## src/verilog/flashPkg.sv

```systemverilog
package flashPkg;

    //////////////////////////////
    // sizes
    //////////////////////////////
    localparam int MAX_BYTES     = 4;
    localparam int ADDR_BITS     = 24;
    localparam int OPCODE_BITS   = 8;
    localparam int CMD_BITS      = 7;
    localparam int SCK_DIV_BITS  = 10;
    localparam int PAYLOAD_BITS  = 8 * MAX_BYTES;
    localparam int BYTE_CNT_BITS = $clog2(MAX_BYTES + 1);    // 0 .. MAX_BYTES
    localparam int BIT_CNT_BITS  = $clog2(PAYLOAD_BITS + 1); // covers address and payload

    //////////////////////////////
    // guard delays, system clocks
    //////////////////////////////
    localparam int CS_SETUP_CYCLES  = 20;
    localparam int CS_HOLD_CYCLES   = 20;
    localparam int BUSY_HOLD_CYCLES = 20;
    localparam int GUARD_A   = (CS_SETUP_CYCLES > CS_HOLD_CYCLES) ? CS_SETUP_CYCLES
                                                                  : CS_HOLD_CYCLES;
    localparam int MAX_GUARD = (GUARD_A > BUSY_HOLD_CYCLES) ? GUARD_A : BUSY_HOLD_CYCLES;
    localparam int DELAY_BITS = $clog2(MAX_GUARD + 1);

    typedef logic [BYTE_CNT_BITS-1:0] byteCount_t;
    typedef logic [PAYLOAD_BITS-1:0]  payload_t;
    typedef logic [ADDR_BITS-1:0]     flashAddr_t;
    typedef logic [OPCODE_BITS-1:0]   opcode_t;
    typedef logic [SCK_DIV_BITS-1:0]  sckDiv_t;
    typedef logic [BIT_CNT_BITS-1:0]  bitCount_t;
    typedef logic [DELAY_BITS-1:0]    delayCount_t;

    // core command codes seen on req_i
    typedef enum logic [CMD_BITS-1:0] {
        CMD_WREN = 7'd1,
        CMD_SE   = 7'd2,
        CMD_BE   = 7'd3,
        CMD_PP   = 7'd7,
        CMD_READ = 7'd8,
        CMD_RFSR = 7'd9
    } cmdCode_t;

    // flash instruction bytes
    localparam opcode_t OP_WREN = 8'h06;
    localparam opcode_t OP_SE   = 8'hD8;
    localparam opcode_t OP_BE   = 8'hC7;
    localparam opcode_t OP_PP   = 8'h02;
    localparam opcode_t OP_READ = 8'h03;
    localparam opcode_t OP_RFSR = 8'h70;

    typedef enum logic [3:0] {
        ST_IDLE,
        ST_CS_SETUP,
        ST_OPCODE,
        ST_ADDR,
        ST_WRITE,
        ST_RD_LEAD,
        ST_READ,
        ST_CLK_STOP,
        ST_CS_HOLD,
        ST_BUSY_HOLD
    } seqState_t;

    typedef struct packed {
        cmdCode_t   cmd;
        flashAddr_t addr;
        byteCount_t byteNum;
        payload_t   wrData;
    } flashReq_t;

    typedef struct packed {
        opcode_t    opcode;
        flashAddr_t addr;
        logic       sendAddr;   // 24 address bits follow the opcode
        bitCount_t  dataBits;   // data bits after opcode/address
        logic       isRead;
        byteCount_t byteNum;
        payload_t   wrData;
    } flashJob_t;

endpackage

```

## src/verilog/flashCmdLatch.sv

```systemverilog
`timescale 1ns/1ps

module flashCmdLatch (
    input  logic                CLK_I,
    input  logic                RST_I,
    input  logic                start_i,
    input  flashPkg::flashReq_t req_i,
    input  logic                busy_i,
    output flashPkg::flashJob_t job_o,
    output logic                jobValid_o
);
    import flashPkg::*;

    logic      startDly;
    logic      startEdge;
    logic      legalCmd;
    logic      accept;
    bitCount_t byteBits;
    flashJob_t jobNext;

    assign startEdge = start_i & ~startDly;            // low-to-high on start
    assign accept    = startEdge & ~busy_i & legalCmd;
    assign byteBits  = bitCount_t'(req_i.byteNum) << 3;

    always_comb begin
        jobNext.addr     = req_i.addr;
        jobNext.byteNum  = req_i.byteNum;
        jobNext.wrData   = req_i.wrData;
        jobNext.opcode   = OP_WREN;
        jobNext.sendAddr = 1'b0;
        jobNext.dataBits = '0;
        jobNext.isRead   = 1'b0;
        legalCmd         = 1'b1;
        case (req_i.cmd)
            CMD_WREN: begin
                jobNext.opcode = OP_WREN;
            end
            CMD_SE: begin
                jobNext.opcode   = OP_SE;
                jobNext.sendAddr = 1'b1;
            end
            CMD_BE: begin
                jobNext.opcode = OP_BE;
            end
            CMD_PP: begin
                jobNext.opcode   = OP_PP;
                jobNext.sendAddr = 1'b1;
                jobNext.dataBits = byteBits;
            end
            CMD_READ: begin
                jobNext.opcode   = OP_READ;
                jobNext.sendAddr = 1'b1;
                jobNext.dataBits = byteBits;
                jobNext.isRead   = 1'b1;
            end
            CMD_RFSR: begin
                jobNext.opcode   = OP_RFSR;
                jobNext.dataBits = bitCount_t'(8);        // one status byte
                jobNext.isRead   = 1'b1;
                jobNext.byteNum  = byteCount_t'(1);
            end
            default: begin
                legalCmd = 1'b0;                          // unknown code, no job
            end
        endcase
    end

    always_ff @(posedge CLK_I) begin
        if (RST_I) begin
            startDly   <= 1'b0;
            jobValid_o <= 1'b0;
        end else begin
            startDly   <= start_i;
            jobValid_o <= accept;
        end
    end

    always_ff @(posedge CLK_I) begin
        if (accept) begin
            job_o <= jobNext;
        end
    end

    // busy covers the handover cycle so a second edge there is dropped
    busyAtHandover: assert property (@(posedge CLK_I) disable iff (RST_I)
        jobValid_o |-> busy_i);

endmodule

```

## src/verilog/flashCore.sv

```systemverilog
`timescale 1ns/1ps

module flashCore (
    input  logic                CLK_I,
    input  logic                RST_I,
    input  flashPkg::flashReq_t req_i,
    input  logic                start_i,
    input  flashPkg::sckDiv_t   sckDiv_i,
    output flashPkg::payload_t  rdData_o,
    output logic                busy_o,
    output logic                finish_o,
    output logic                flashCs_o,
    output logic                flashSck_o,
    output logic                flashMosi_o,
    input  logic                flashMiso_i
);
    import flashPkg::*;

    flashJob_t job;
    logic      jobValid;
    logic      sckRun;
    logic      sckRise;
    logic      sckFall;

    flashCmdLatch cmdLatch (
        .CLK_I      (CLK_I),
        .RST_I      (RST_I),
        .start_i    (start_i),
        .req_i      (req_i),
        .busy_i     (busy_o),      // edges dropped while busy
        .job_o      (job),
        .jobValid_o (jobValid)
    );

    flashSequencer sequencer (
        .CLK_I       (CLK_I),
        .RST_I       (RST_I),
        .job_i       (job),
        .jobValid_i  (jobValid),
        .sckRise_i   (sckRise),
        .sckFall_i   (sckFall),
        .flashMiso_i (flashMiso_i),
        .sckRun_o    (sckRun),
        .flashCs_o   (flashCs_o),
        .flashMosi_o (flashMosi_o),
        .busy_o      (busy_o),
        .finish_o    (finish_o),
        .rdData_o    (rdData_o)
    );

    flashSckGen sckGen (
        .CLK_I      (CLK_I),
        .RST_I      (RST_I),
        .sckRun_i   (sckRun),
        .sckDiv_i   (sckDiv_i),
        .sckRise_o  (sckRise),
        .sckFall_o  (sckFall),
        .flashSck_o (flashSck_o)
    );

endmodule

```

## src/verilog/flashSckGen.sv

```systemverilog
`timescale 1ns/1ps

module flashSckGen (
    input  logic              CLK_I,
    input  logic              RST_I,
    input  logic              sckRun_i,
    input  flashPkg::sckDiv_t sckDiv_i,
    output logic              sckRise_o,
    output logic              sckFall_o,
    output logic              flashSck_o
);
    import flashPkg::*;

    sckDiv_t               riseCnt;     // cycles to next rise
    sckDiv_t               halfDiv;
    logic [SCK_DIV_BITS:0] fallCnt;     // first lap spans 1.5 periods
    logic [SCK_DIV_BITS:0] firstFall;
    logic [SCK_DIV_BITS:0] fallReload;

    assign halfDiv    = sckDiv_i >> 1;
    assign firstFall  = {1'b0, sckDiv_i} + {1'b0, halfDiv};
    assign fallReload = {1'b0, sckDiv_i} - 1'b1;

    // strobes die the cycle sckRun drops
    assign sckRise_o = sckRun_i & (riseCnt == '0);
    assign sckFall_o = sckRun_i & (fallCnt == '0);

    //////////////////////////////
    // phase counters
    //////////////////////////////
    always_ff @(posedge CLK_I) begin
        if (RST_I) begin
            riseCnt <= '0;
            fallCnt <= '0;
        end else if (!sckRun_i) begin
            riseCnt <= sckDiv_i;                    // restart while stopped
            fallCnt <= firstFall;
        end else begin
            if (sckRise_o) begin
                riseCnt <= sckDiv_i - 1'b1;
            end else begin
                riseCnt <= riseCnt - 1'b1;
            end
            if (sckFall_o) begin
                fallCnt <= fallReload;
            end else begin
                fallCnt <= fallCnt - 1'b1;
            end
        end
    end

    always_ff @(posedge CLK_I) begin
        if (RST_I) begin
            flashSck_o <= 1'b0;
        end else if (sckRise_o) begin
            flashSck_o <= 1'b1;
        end else if (sckFall_o) begin
            flashSck_o <= 1'b0;
        end
    end

    // divider below 2 has no room for a half period
    divLegal: assert property (@(posedge CLK_I) disable iff (RST_I)
        sckRun_i |-> (sckDiv_i >= sckDiv_t'(2)));

endmodule

```

## src/verilog/flashSequencer.sv

```systemverilog
`timescale 1ns/1ps

module flashSequencer (
    input  logic                CLK_I,
    input  logic                RST_I,
    input  flashPkg::flashJob_t job_i,
    input  logic                jobValid_i,
    input  logic                sckRise_i,
    input  logic                sckFall_i,
    input  logic                flashMiso_i,
    output logic                sckRun_o,
    output logic                flashCs_o,
    output logic                flashMosi_o,
    output logic                busy_o,
    output logic                finish_o,
    output flashPkg::payload_t  rdData_o
);
    import flashPkg::*;

    seqState_t   state;
    delayCount_t delayCnt;
    bitCount_t   bitCnt;      // bits still to move in this phase
    opcode_t     opShift;
    flashAddr_t  addrShift;
    payload_t    dataShift;   // write data out, read data in
    bitCount_t   dataBits;
    logic        sendAddr;
    logic        isRead;
    bitCount_t   alignShift;
    payload_t    wrAligned;
    payload_t    rdNext;

    // left-justify so byte byteNum-1 goes out first
    assign alignShift = bitCount_t'(byteCount_t'(MAX_BYTES) - job_i.byteNum) << 3;
    assign wrAligned  = job_i.wrData << alignShift;
    assign rdNext     = {dataShift[PAYLOAD_BITS-2:0], flashMiso_i};

    assign busy_o = jobValid_i | (state != ST_IDLE);

    always_ff @(posedge CLK_I) begin
        if (RST_I) begin
            state       <= ST_IDLE;
            delayCnt    <= '0;
            bitCnt      <= '0;
            sckRun_o    <= 1'b0;
            flashCs_o   <= 1'b1;
            flashMosi_o <= 1'b0;
            finish_o    <= 1'b0;
            rdData_o    <= '0;
        end else begin
            finish_o <= 1'b0;
            case (state)
                //////////////////////////////
                // start and CS setup
                //////////////////////////////
                ST_IDLE: begin
                    if (jobValid_i) begin
                        opShift     <= job_i.opcode << 1;
                        addrShift   <= job_i.addr;
                        dataShift   <= job_i.isRead ? '0 : wrAligned;
                        dataBits    <= job_i.dataBits;
                        sendAddr    <= job_i.sendAddr;
                        isRead      <= job_i.isRead;
                        flashCs_o   <= 1'b0;
                        flashMosi_o <= job_i.opcode[OPCODE_BITS-1]; // first bit with CS
                        bitCnt      <= bitCount_t'(OPCODE_BITS - 1);
                        delayCnt    <= delayCount_t'(CS_SETUP_CYCLES - 1);
                        state       <= ST_CS_SETUP;
                    end
                end
                ST_CS_SETUP: begin
                    if (delayCnt == '0) begin
                        sckRun_o <= 1'b1;
                        state    <= ST_OPCODE;
                    end else begin
                        delayCnt <= delayCnt - 1'b1;
                    end
                end
                //////////////////////////////
                // outgoing bits, on sckFall
                //////////////////////////////
                ST_OPCODE: begin
                    if (sckFall_i) begin
                        flashMosi_o <= opShift[OPCODE_BITS-1];
                        opShift     <= opShift << 1;
                        if (bitCnt == bitCount_t'(1)) begin
                            if (sendAddr) begin
                                bitCnt <= bitCount_t'(ADDR_BITS);
                                state  <= ST_ADDR;
                            end else if (isRead) begin
                                bitCnt <= dataBits;     // RFSR
                                state  <= ST_RD_LEAD;
                            end else begin
                                state <= ST_CLK_STOP;   // WREN, BE
                            end
                        end else begin
                            bitCnt <= bitCnt - 1'b1;
                        end
                    end
                end
                ST_ADDR: begin
                    if (sckFall_i) begin
                        flashMosi_o <= addrShift[ADDR_BITS-1];
                        addrShift   <= addrShift << 1;
                        if (bitCnt == bitCount_t'(1)) begin
                            bitCnt <= dataBits;
                            if (isRead) begin
                                state <= ST_RD_LEAD;
                            end else if (dataBits != '0) begin
                                state <= ST_WRITE;
                            end else begin
                                state <= ST_CLK_STOP;   // SE
                            end
                        end else begin
                            bitCnt <= bitCnt - 1'b1;
                        end
                    end
                end
                ST_WRITE: begin
                    if (sckFall_i) begin
                        flashMosi_o <= dataShift[PAYLOAD_BITS-1];
                        dataShift   <= dataShift << 1;
                        if (bitCnt == bitCount_t'(1)) begin
                            state <= ST_CLK_STOP;
                        end else begin
                            bitCnt <= bitCnt - 1'b1;
                        end
                    end
                end
                //////////////////////////////
                // incoming bits, on sckRise
                //////////////////////////////
                ST_RD_LEAD: begin
                    // this rise still samples the last sent bit
                    if (sckRise_i) begin
                        state <= (bitCnt == '0) ? ST_CLK_STOP : ST_READ;
                    end
                end
                ST_READ: begin
                    if (sckRise_i) begin
                        dataShift <= rdNext;
                        if (bitCnt == bitCount_t'(1)) begin
                            rdData_o <= rdNext;         // right-aligned result
                            state    <= ST_CLK_STOP;
                        end else begin
                            bitCnt <= bitCnt - 1'b1;
                        end
                    end
                end
                //////////////////////////////
                // close out
                //////////////////////////////
                ST_CLK_STOP: begin
                    // closing fall brings SCK back low
                    if (sckFall_i) begin
                        sckRun_o    <= 1'b0;
                        flashMosi_o <= 1'b0;
                        delayCnt    <= delayCount_t'(CS_HOLD_CYCLES - 1);
                        state       <= ST_CS_HOLD;
                    end
                end
                ST_CS_HOLD: begin
                    if (delayCnt == '0) begin
                        flashCs_o <= 1'b1;
                        delayCnt  <= delayCount_t'(BUSY_HOLD_CYCLES - 1);
                        state     <= ST_BUSY_HOLD;
                    end else begin
                        delayCnt <= delayCnt - 1'b1;
                    end
                end
                ST_BUSY_HOLD: begin
                    if (delayCnt == '0) begin
                        finish_o <= 1'b1;               // busy_o drops with it
                        state    <= ST_IDLE;
                    end else begin
                        delayCnt <= delayCnt - 1'b1;
                    end
                end
                default: begin
                    state <= ST_IDLE;
                end
            endcase
        end
    end

    // chip select only asserted inside a transaction
    csInBusy: assert property (@(posedge CLK_I) disable iff (RST_I)
        !flashCs_o |-> busy_o);

    finishPulse: assert property (@(posedge CLK_I) disable iff (RST_I)
        finish_o |=> !finish_o);

endmodule
```

## config.mk

```make
export PLATFORM = sky130hd
export DESIGN_NAME = flashCore
export DESIGN_NICKNAME = d
export VERILOG_FILES = /design/src/verilog/flashPkg.sv /design/src/verilog/flashCmdLatch.sv /design/src/verilog/flashCore.sv /design/src/verilog/flashSckGen.sv /design/src/verilog/flashSequencer.sv
export SDC_FILE = /design/constraint.sdc
export NUM_CORES = 1
export LEC_CHECK = 0
export ABC_AREA = 0
export BUFFER_PORTS_ARGS = -buffer_cell sky130_fd_sc_hd__buf_2
export CORE_MARGIN = 4
export CORE_UTILIZATION = 42
export DETAILED_ROUTE_END_ITERATION = 8
export GPL_ROUTABILITY_DRIVEN = 1
export SLEW_MARGIN = 20
export SYNTH_ARGS = -nofsm -noshare
export SYNTH_HDL_FRONTEND = slang
export SYNTH_SLANG_ARGS = --single-unit
export TNS_END_PERCENT = 100
```

## constraint.sdc

```tcl
create_clock -name CLK_I -period 8.9 [get_ports CLK_I]
set_input_delay 2.67 -clock CLK_I [delete_from_list [all_inputs] [get_ports CLK_I]]
set_output_delay 2.67 -clock CLK_I [all_outputs]
set_load 0.01 [all_outputs]
```

Yosys cells after proc, flatten, opt, wreduce, memory -nomap -nowiden
Index checks and enable logic that the tools add are counted.

Register bits after elaboration: 222. Bits in latches: 0. Memory bits (writable): 0. Memory bits (read-only): 0. Input bits: 80. Output and inout bits: 37. Logic and storage cells: 175. Memories: 0.

Add/subtract/negate cells: 8. Multiply operators: 0. Divide/modulo/power cells: 0. Order comparisons: 0. Eq/ne operators: 30. Shift operators: 1. Multiplexer cells: 67. Bitwise operators: 10. Reductions and logical operators: 33.

Operator list (count): $mux W32 (4); $pmux W32 S3 (1); $mux W4 (15); $mux W6 (10); $mux W24 (2); $pmux W24 S2 (1); $pmux W4 S10 (1); $pmux W8 S5 (1); $shl A32 B6 Y32 (1); $pmux W6 S5 (1); $mux W11 (2); $mux W10 (2); $mux W5 (4); $pmux W5 S4 (1); $sub A10 B1 Y10 const B (2); $eq A4 B3 Y1 const B (4); $mux W8 (2); $pmux W8 S2 (1); $eq A7 B2 Y1 const B (2); $eq A7 B4 Y1 const B (2); $ne A2 B1 Y1 const B (7); $mux W1 (13); $ne A2 B2 Y1 const B (6); $pmux W6 S2 (1); 38 further kinds (63).

Logic depth before layout (Yosys ltp)
Word-level depth: 6. Mapped depth: 11. Depth with buffers taken out: 10.

By module
A second synthesis with hierarchy kept.

Cell total of the unflattened synthesis: 947. Area total of the unflattened synthesis: 10344.9 um^2.

By module, submodules not included: flashSequencer (times used 1, cells each 550, area each 5764.3 um^2); flashCmdLatch (times used 1, cells each 127, area each 2527.4 um^2); flashSckGen (times used 1, cells each 270, area each 2053.2 um^2).

Least setup slack after synthesis
Ideal clock, no wire load.

Path kind: in2reg. From: input port req_i[64] (netlist bit). To: register cmdLatch.job_o[0] (netlist bit), enable pin. Arrival: 8.262 ns. Data required time: 8.308 ns. Setup slack: 0.046 ns. Stages on the path: 5. Buffers on the path: 0. Path through: nor3_1 > a21oi_1 > nor3_1 > nor2_1 > nor3_1.

Word-level cells in the longest chain between the ends: 4.

Ends and longest elaborated chain: start, declared (RTL line flashCore.sv:6) `input flashPkg::flashReq_t req_i,`; $eq A7 B1 Y1 (tied with other cells) (RTL line flashCmdLatch.sv:34) `case (req_i.cmd)`; $reduce_or A6 Y1 (no line) (*); $mux W1 (*) (RTL line flashCmdLatch.sv:34); $and A1 B1 Y1 (*) (RTL line flashCmdLatch.sv:22) `assign accept = startEdge & ~busy_i & legalCmd;`; named net cmdLatch.accept (RTL line flashCmdLatch.sv:17) `logic accept;`; end signal, assigned (RTL line flashCmdLatch.sv:80) `job_o <= jobNext;`; end, declared (RTL line flashCmdLatch.sv:9) `output flashPkg::flashJob_t job_o,`.

The timed path passes the listed nets; every way through them passes the cells marked *. A chain may end at the register's enable or synchronous reset.

Final worst setup path
From: register sequencer.state[0]. To: output port busy_o.

Word-level cells in the longest chain between the ends: 2.

Ends and longest elaborated chain: start, declared (RTL line flashSequencer.sv:20) `seqState_t state;`; start signal, assigned (RTL line flashSequencer.sv:136) `state <= (bitCnt == '0) ? ST_CLK_STOP : ST_READ;`; $reduce_bool A4 Y1 (RTL line flashSequencer.sv:38) `assign busy_o = jobValid_i | (state != ST_IDLE);`; $or A1 B1 Y1 (RTL line flashSequencer.sv:38); end, declared (RTL line flashCore.sv:10) `output logic busy_o,`.

No other way between the ends.

==> results.cfg <==
[sta]
finalWorstSetupSlack_ns = 3.98
setup_viol = 0
skew_ns = 0.0115
fin_hold_ws_ns = 0.415
final-hold-violation-count = 0
max_clock_freq_mhz = 203
post-route-period-util_pct = 55.2
worst_pin_slew_ns = 0.935
rsz0062_at_grt = false
setup_tns_ns = 0
max_slew_margin_pct = 37.7
fin_crit_ns = 4.92
drv_slew = 0

[die]
die_area_um2 = 26300
ioPinCount = 117
core_um2 = 23400
rows = 56
start_util_pct = 42.6
fp.dieW_um = 162
die_y_um = 162

[critical_path]
r2r_cells = 7
worstSetupEndpointType = output pin
ff2ff_setup_slack_ns = 5.76
path_max_fanout = 20
r2r-start = sequencer.sckRun_o
r2r-end = sequencer.dataShift[31]
cp.required_ns = 6.23
worstSetupStartpointType = register
arrival_ns = 2.25
critPathKind = register to output pin

[clock_tree]
htree_levels = 1
cts_tree = yes
clock-sinks = 215
clockBufferDepth = 3
cts_root_buf = clkbuf_16
clock_latency_ns = 0.50
post_cts_buffers = 0
numCtsBuffers = 23
path_clk_slew_ns = 0.06
ctsHoldBuffers = 0
cts_resized = 0

[hold_path]
min_from = cmdLatch.job_o[41]
holdPathStages = 0
worst_hold_path.endpoint = sequencer.dataBits[5]
hold_class = register to register

[synthesis]
synthCells = 915
syn_avg_cell_area_um2 = 10.9
synth_edf_count = 140
synth_area_leader_cell = edfxtp_1
synth-seq-area-share_pct = 57.2
syn_nets = 1013
ys.flop_type = edfxtp_1
yosys.area.top_type_share_pct = 42.2
async_reset_ff_share_pct = 0
ys_ff_latch = 215
syn_area_um2 = 9970
synth_common_cells = edfxtp_1 (140), nand2_1 (125), a21oi_1 (77)
yosysMostFrequentCell = edfxtp_1
ys_types = 76
yosysWarnings = 0
synth.area.top_cells = edfxtp_1 (42%), dfxtp_1 (15%), nand2_1 (4.7%)

[finish]
final_area_um2 = 11600
fin_nets = 1117
drive_gt1_share_pct = 21.5
area_growth_pct = 16.3
antenna_cells = 0
nFillCells = 2220
utilization_pct = 49.5

[detailed_routing]
dr.pass1.iters = 5
viasPerCell = 5.43
via_count = 7346
routed_wl_um = 22700
drt_iter0_drc = 494
ant_nets = 0
drcViolationCount = 0
wl_per_cell_um = 16.8

[global_route]
grt_usage_pct = 16.6
grt_overflow = 0
grt_first_pass_wirelength_um = 36000
grt_pass1_vias = 6835
grt_max_degree = 74
antenna_found_initial = 0

[status]
status = completed

[power_and_ir_drop]
power.leakage_nw = 4.22
ir_worst_vdd_mv = 0.155
power.density_nw_per_um2 = 207

[placement]
port_buffers = 116
pre_cts_slack_ns = 4.03
dpl.hpwl_um = 15500
place_congestion = 0.853
placed_area_um2 = 10800

[flow_run]
cap_violations = 0
-- critical path: stages, from the launching register on --
cell and delay, ns:
dfxtp_1 0.52, or2_2 0.46, or3_1 0.54, buf_2 0.22
-- power by group --
part           internal (mW)  switching [mW]  leakage, nW
clock network          0.559           0.386        0.365
registers               1.09          0.0390         1.88
logic                  0.134           0.197         1.97
total                   1.78           0.621         4.22
-- cell type report --
class                      instances  area [µm²]  area share (%)
multi-input combinational        626        3970            34.3
sequential                       215        5710            49.2
tap                              319         399            3.44
clock inverter                    12         121            1.05
inverter                          25        93.8           0.810
clock buffer                      29         628            5.42
timing repair buffer             128         671            5.79
-- per-stage QoR --
| stage | power (mW) | std cells |
|---|---|---|
| 2_1_floorplan | 1.39 | 915 |
| 3_3_place_gp | 1.47 | 1313 |
| 3_5_place_dp | 1.48 | 1313 |
| 4_1_cts | 2.43 | 1354 |
| 5_1_grt | 2.51 | 1354 |
| 6_report | 2.40 | 1354 |
-- per-layer routing --
layer	share of wire [%]	wire length, µm	GRT usage, %	vias to the layer above
li1	-	-	-	3604
met1	48	10800	24.6	3502
met2	45	10300	26.2	206
met3	5.1	1150	2.03	34
met4	1.8	411	4.04	0
met5	0	0	0	-
-- flip-flops by register name, summed over array words and instances (netlist names), 3 cells and up --
signal               flops
cmdLatch.job_o          72
sckGen.fallCnt          11
sckGen.riseCnt          10
sequencer.addrShift     24
sequencer.bitCnt         6
sequencer.dataBits       3
sequencer.dataShift     32
sequencer.delayCnt       5
sequencer.opShift        7
sequencer.rdData_o      32
sequencer.state          4
-- cell usage in the layout, fill, tap and decap left out, drive strengths merged, types with 5 or more instances in the layout --
cell    count
a31oi       7
and2        7
dfxtp      75
clkbuf     29
a211oi     11
mux2i      30
inv        24
nor2b      15
o21ai      46
xnor2       8
edfxtp    140
a311oi      5
a22o       16
nand3      13
clkinv      8
or2         9
xor2        6
ha         17
mux2       31
buf       128
a21oi      77
nor3       28
or3        16
nand2     125
nor4       12
nand2b     11
nor2       59
a32o        8
-- cells by family (layout without fill, tap and decap cells) --
logic type	Yosys count	count (layout)	synth area share, %
simple gates	312	312	15.2
compound gates	221	221	14.4
flops	215	215	57.2
buf+inv	74	194	3.06
mux	61	61	6.51
fa+ha+maj	18	18	2.33
xor+xnor	14	14	1.23
-- worst max path at each step --
| stage | startpoint | to | slack (ns) | depth (start not counted) |
|---|---|---|---|---|
| 6_report | sequencer.state[0] | busy_o | 3.98 | 3 |
| 5_1_grt | sequencer.state[0] | busy_o | 3.93 | 3 |
| 2_1_floorplan | req_i[64] | cmdLatch.job_o[0] | 0.05 | 5 |
| 3_3_place_gp | req_i[64] | cmdLatch.job_o[6] | 4.06 | 7 |
| 3_5_place_dp | req_i[64] | cmdLatch.job_o[6] | 4.03 | 7 |
| 4_1_cts | sequencer.state[0] | busy_o | 4.01 | 3 |
(Power assumes the default switching activity.)
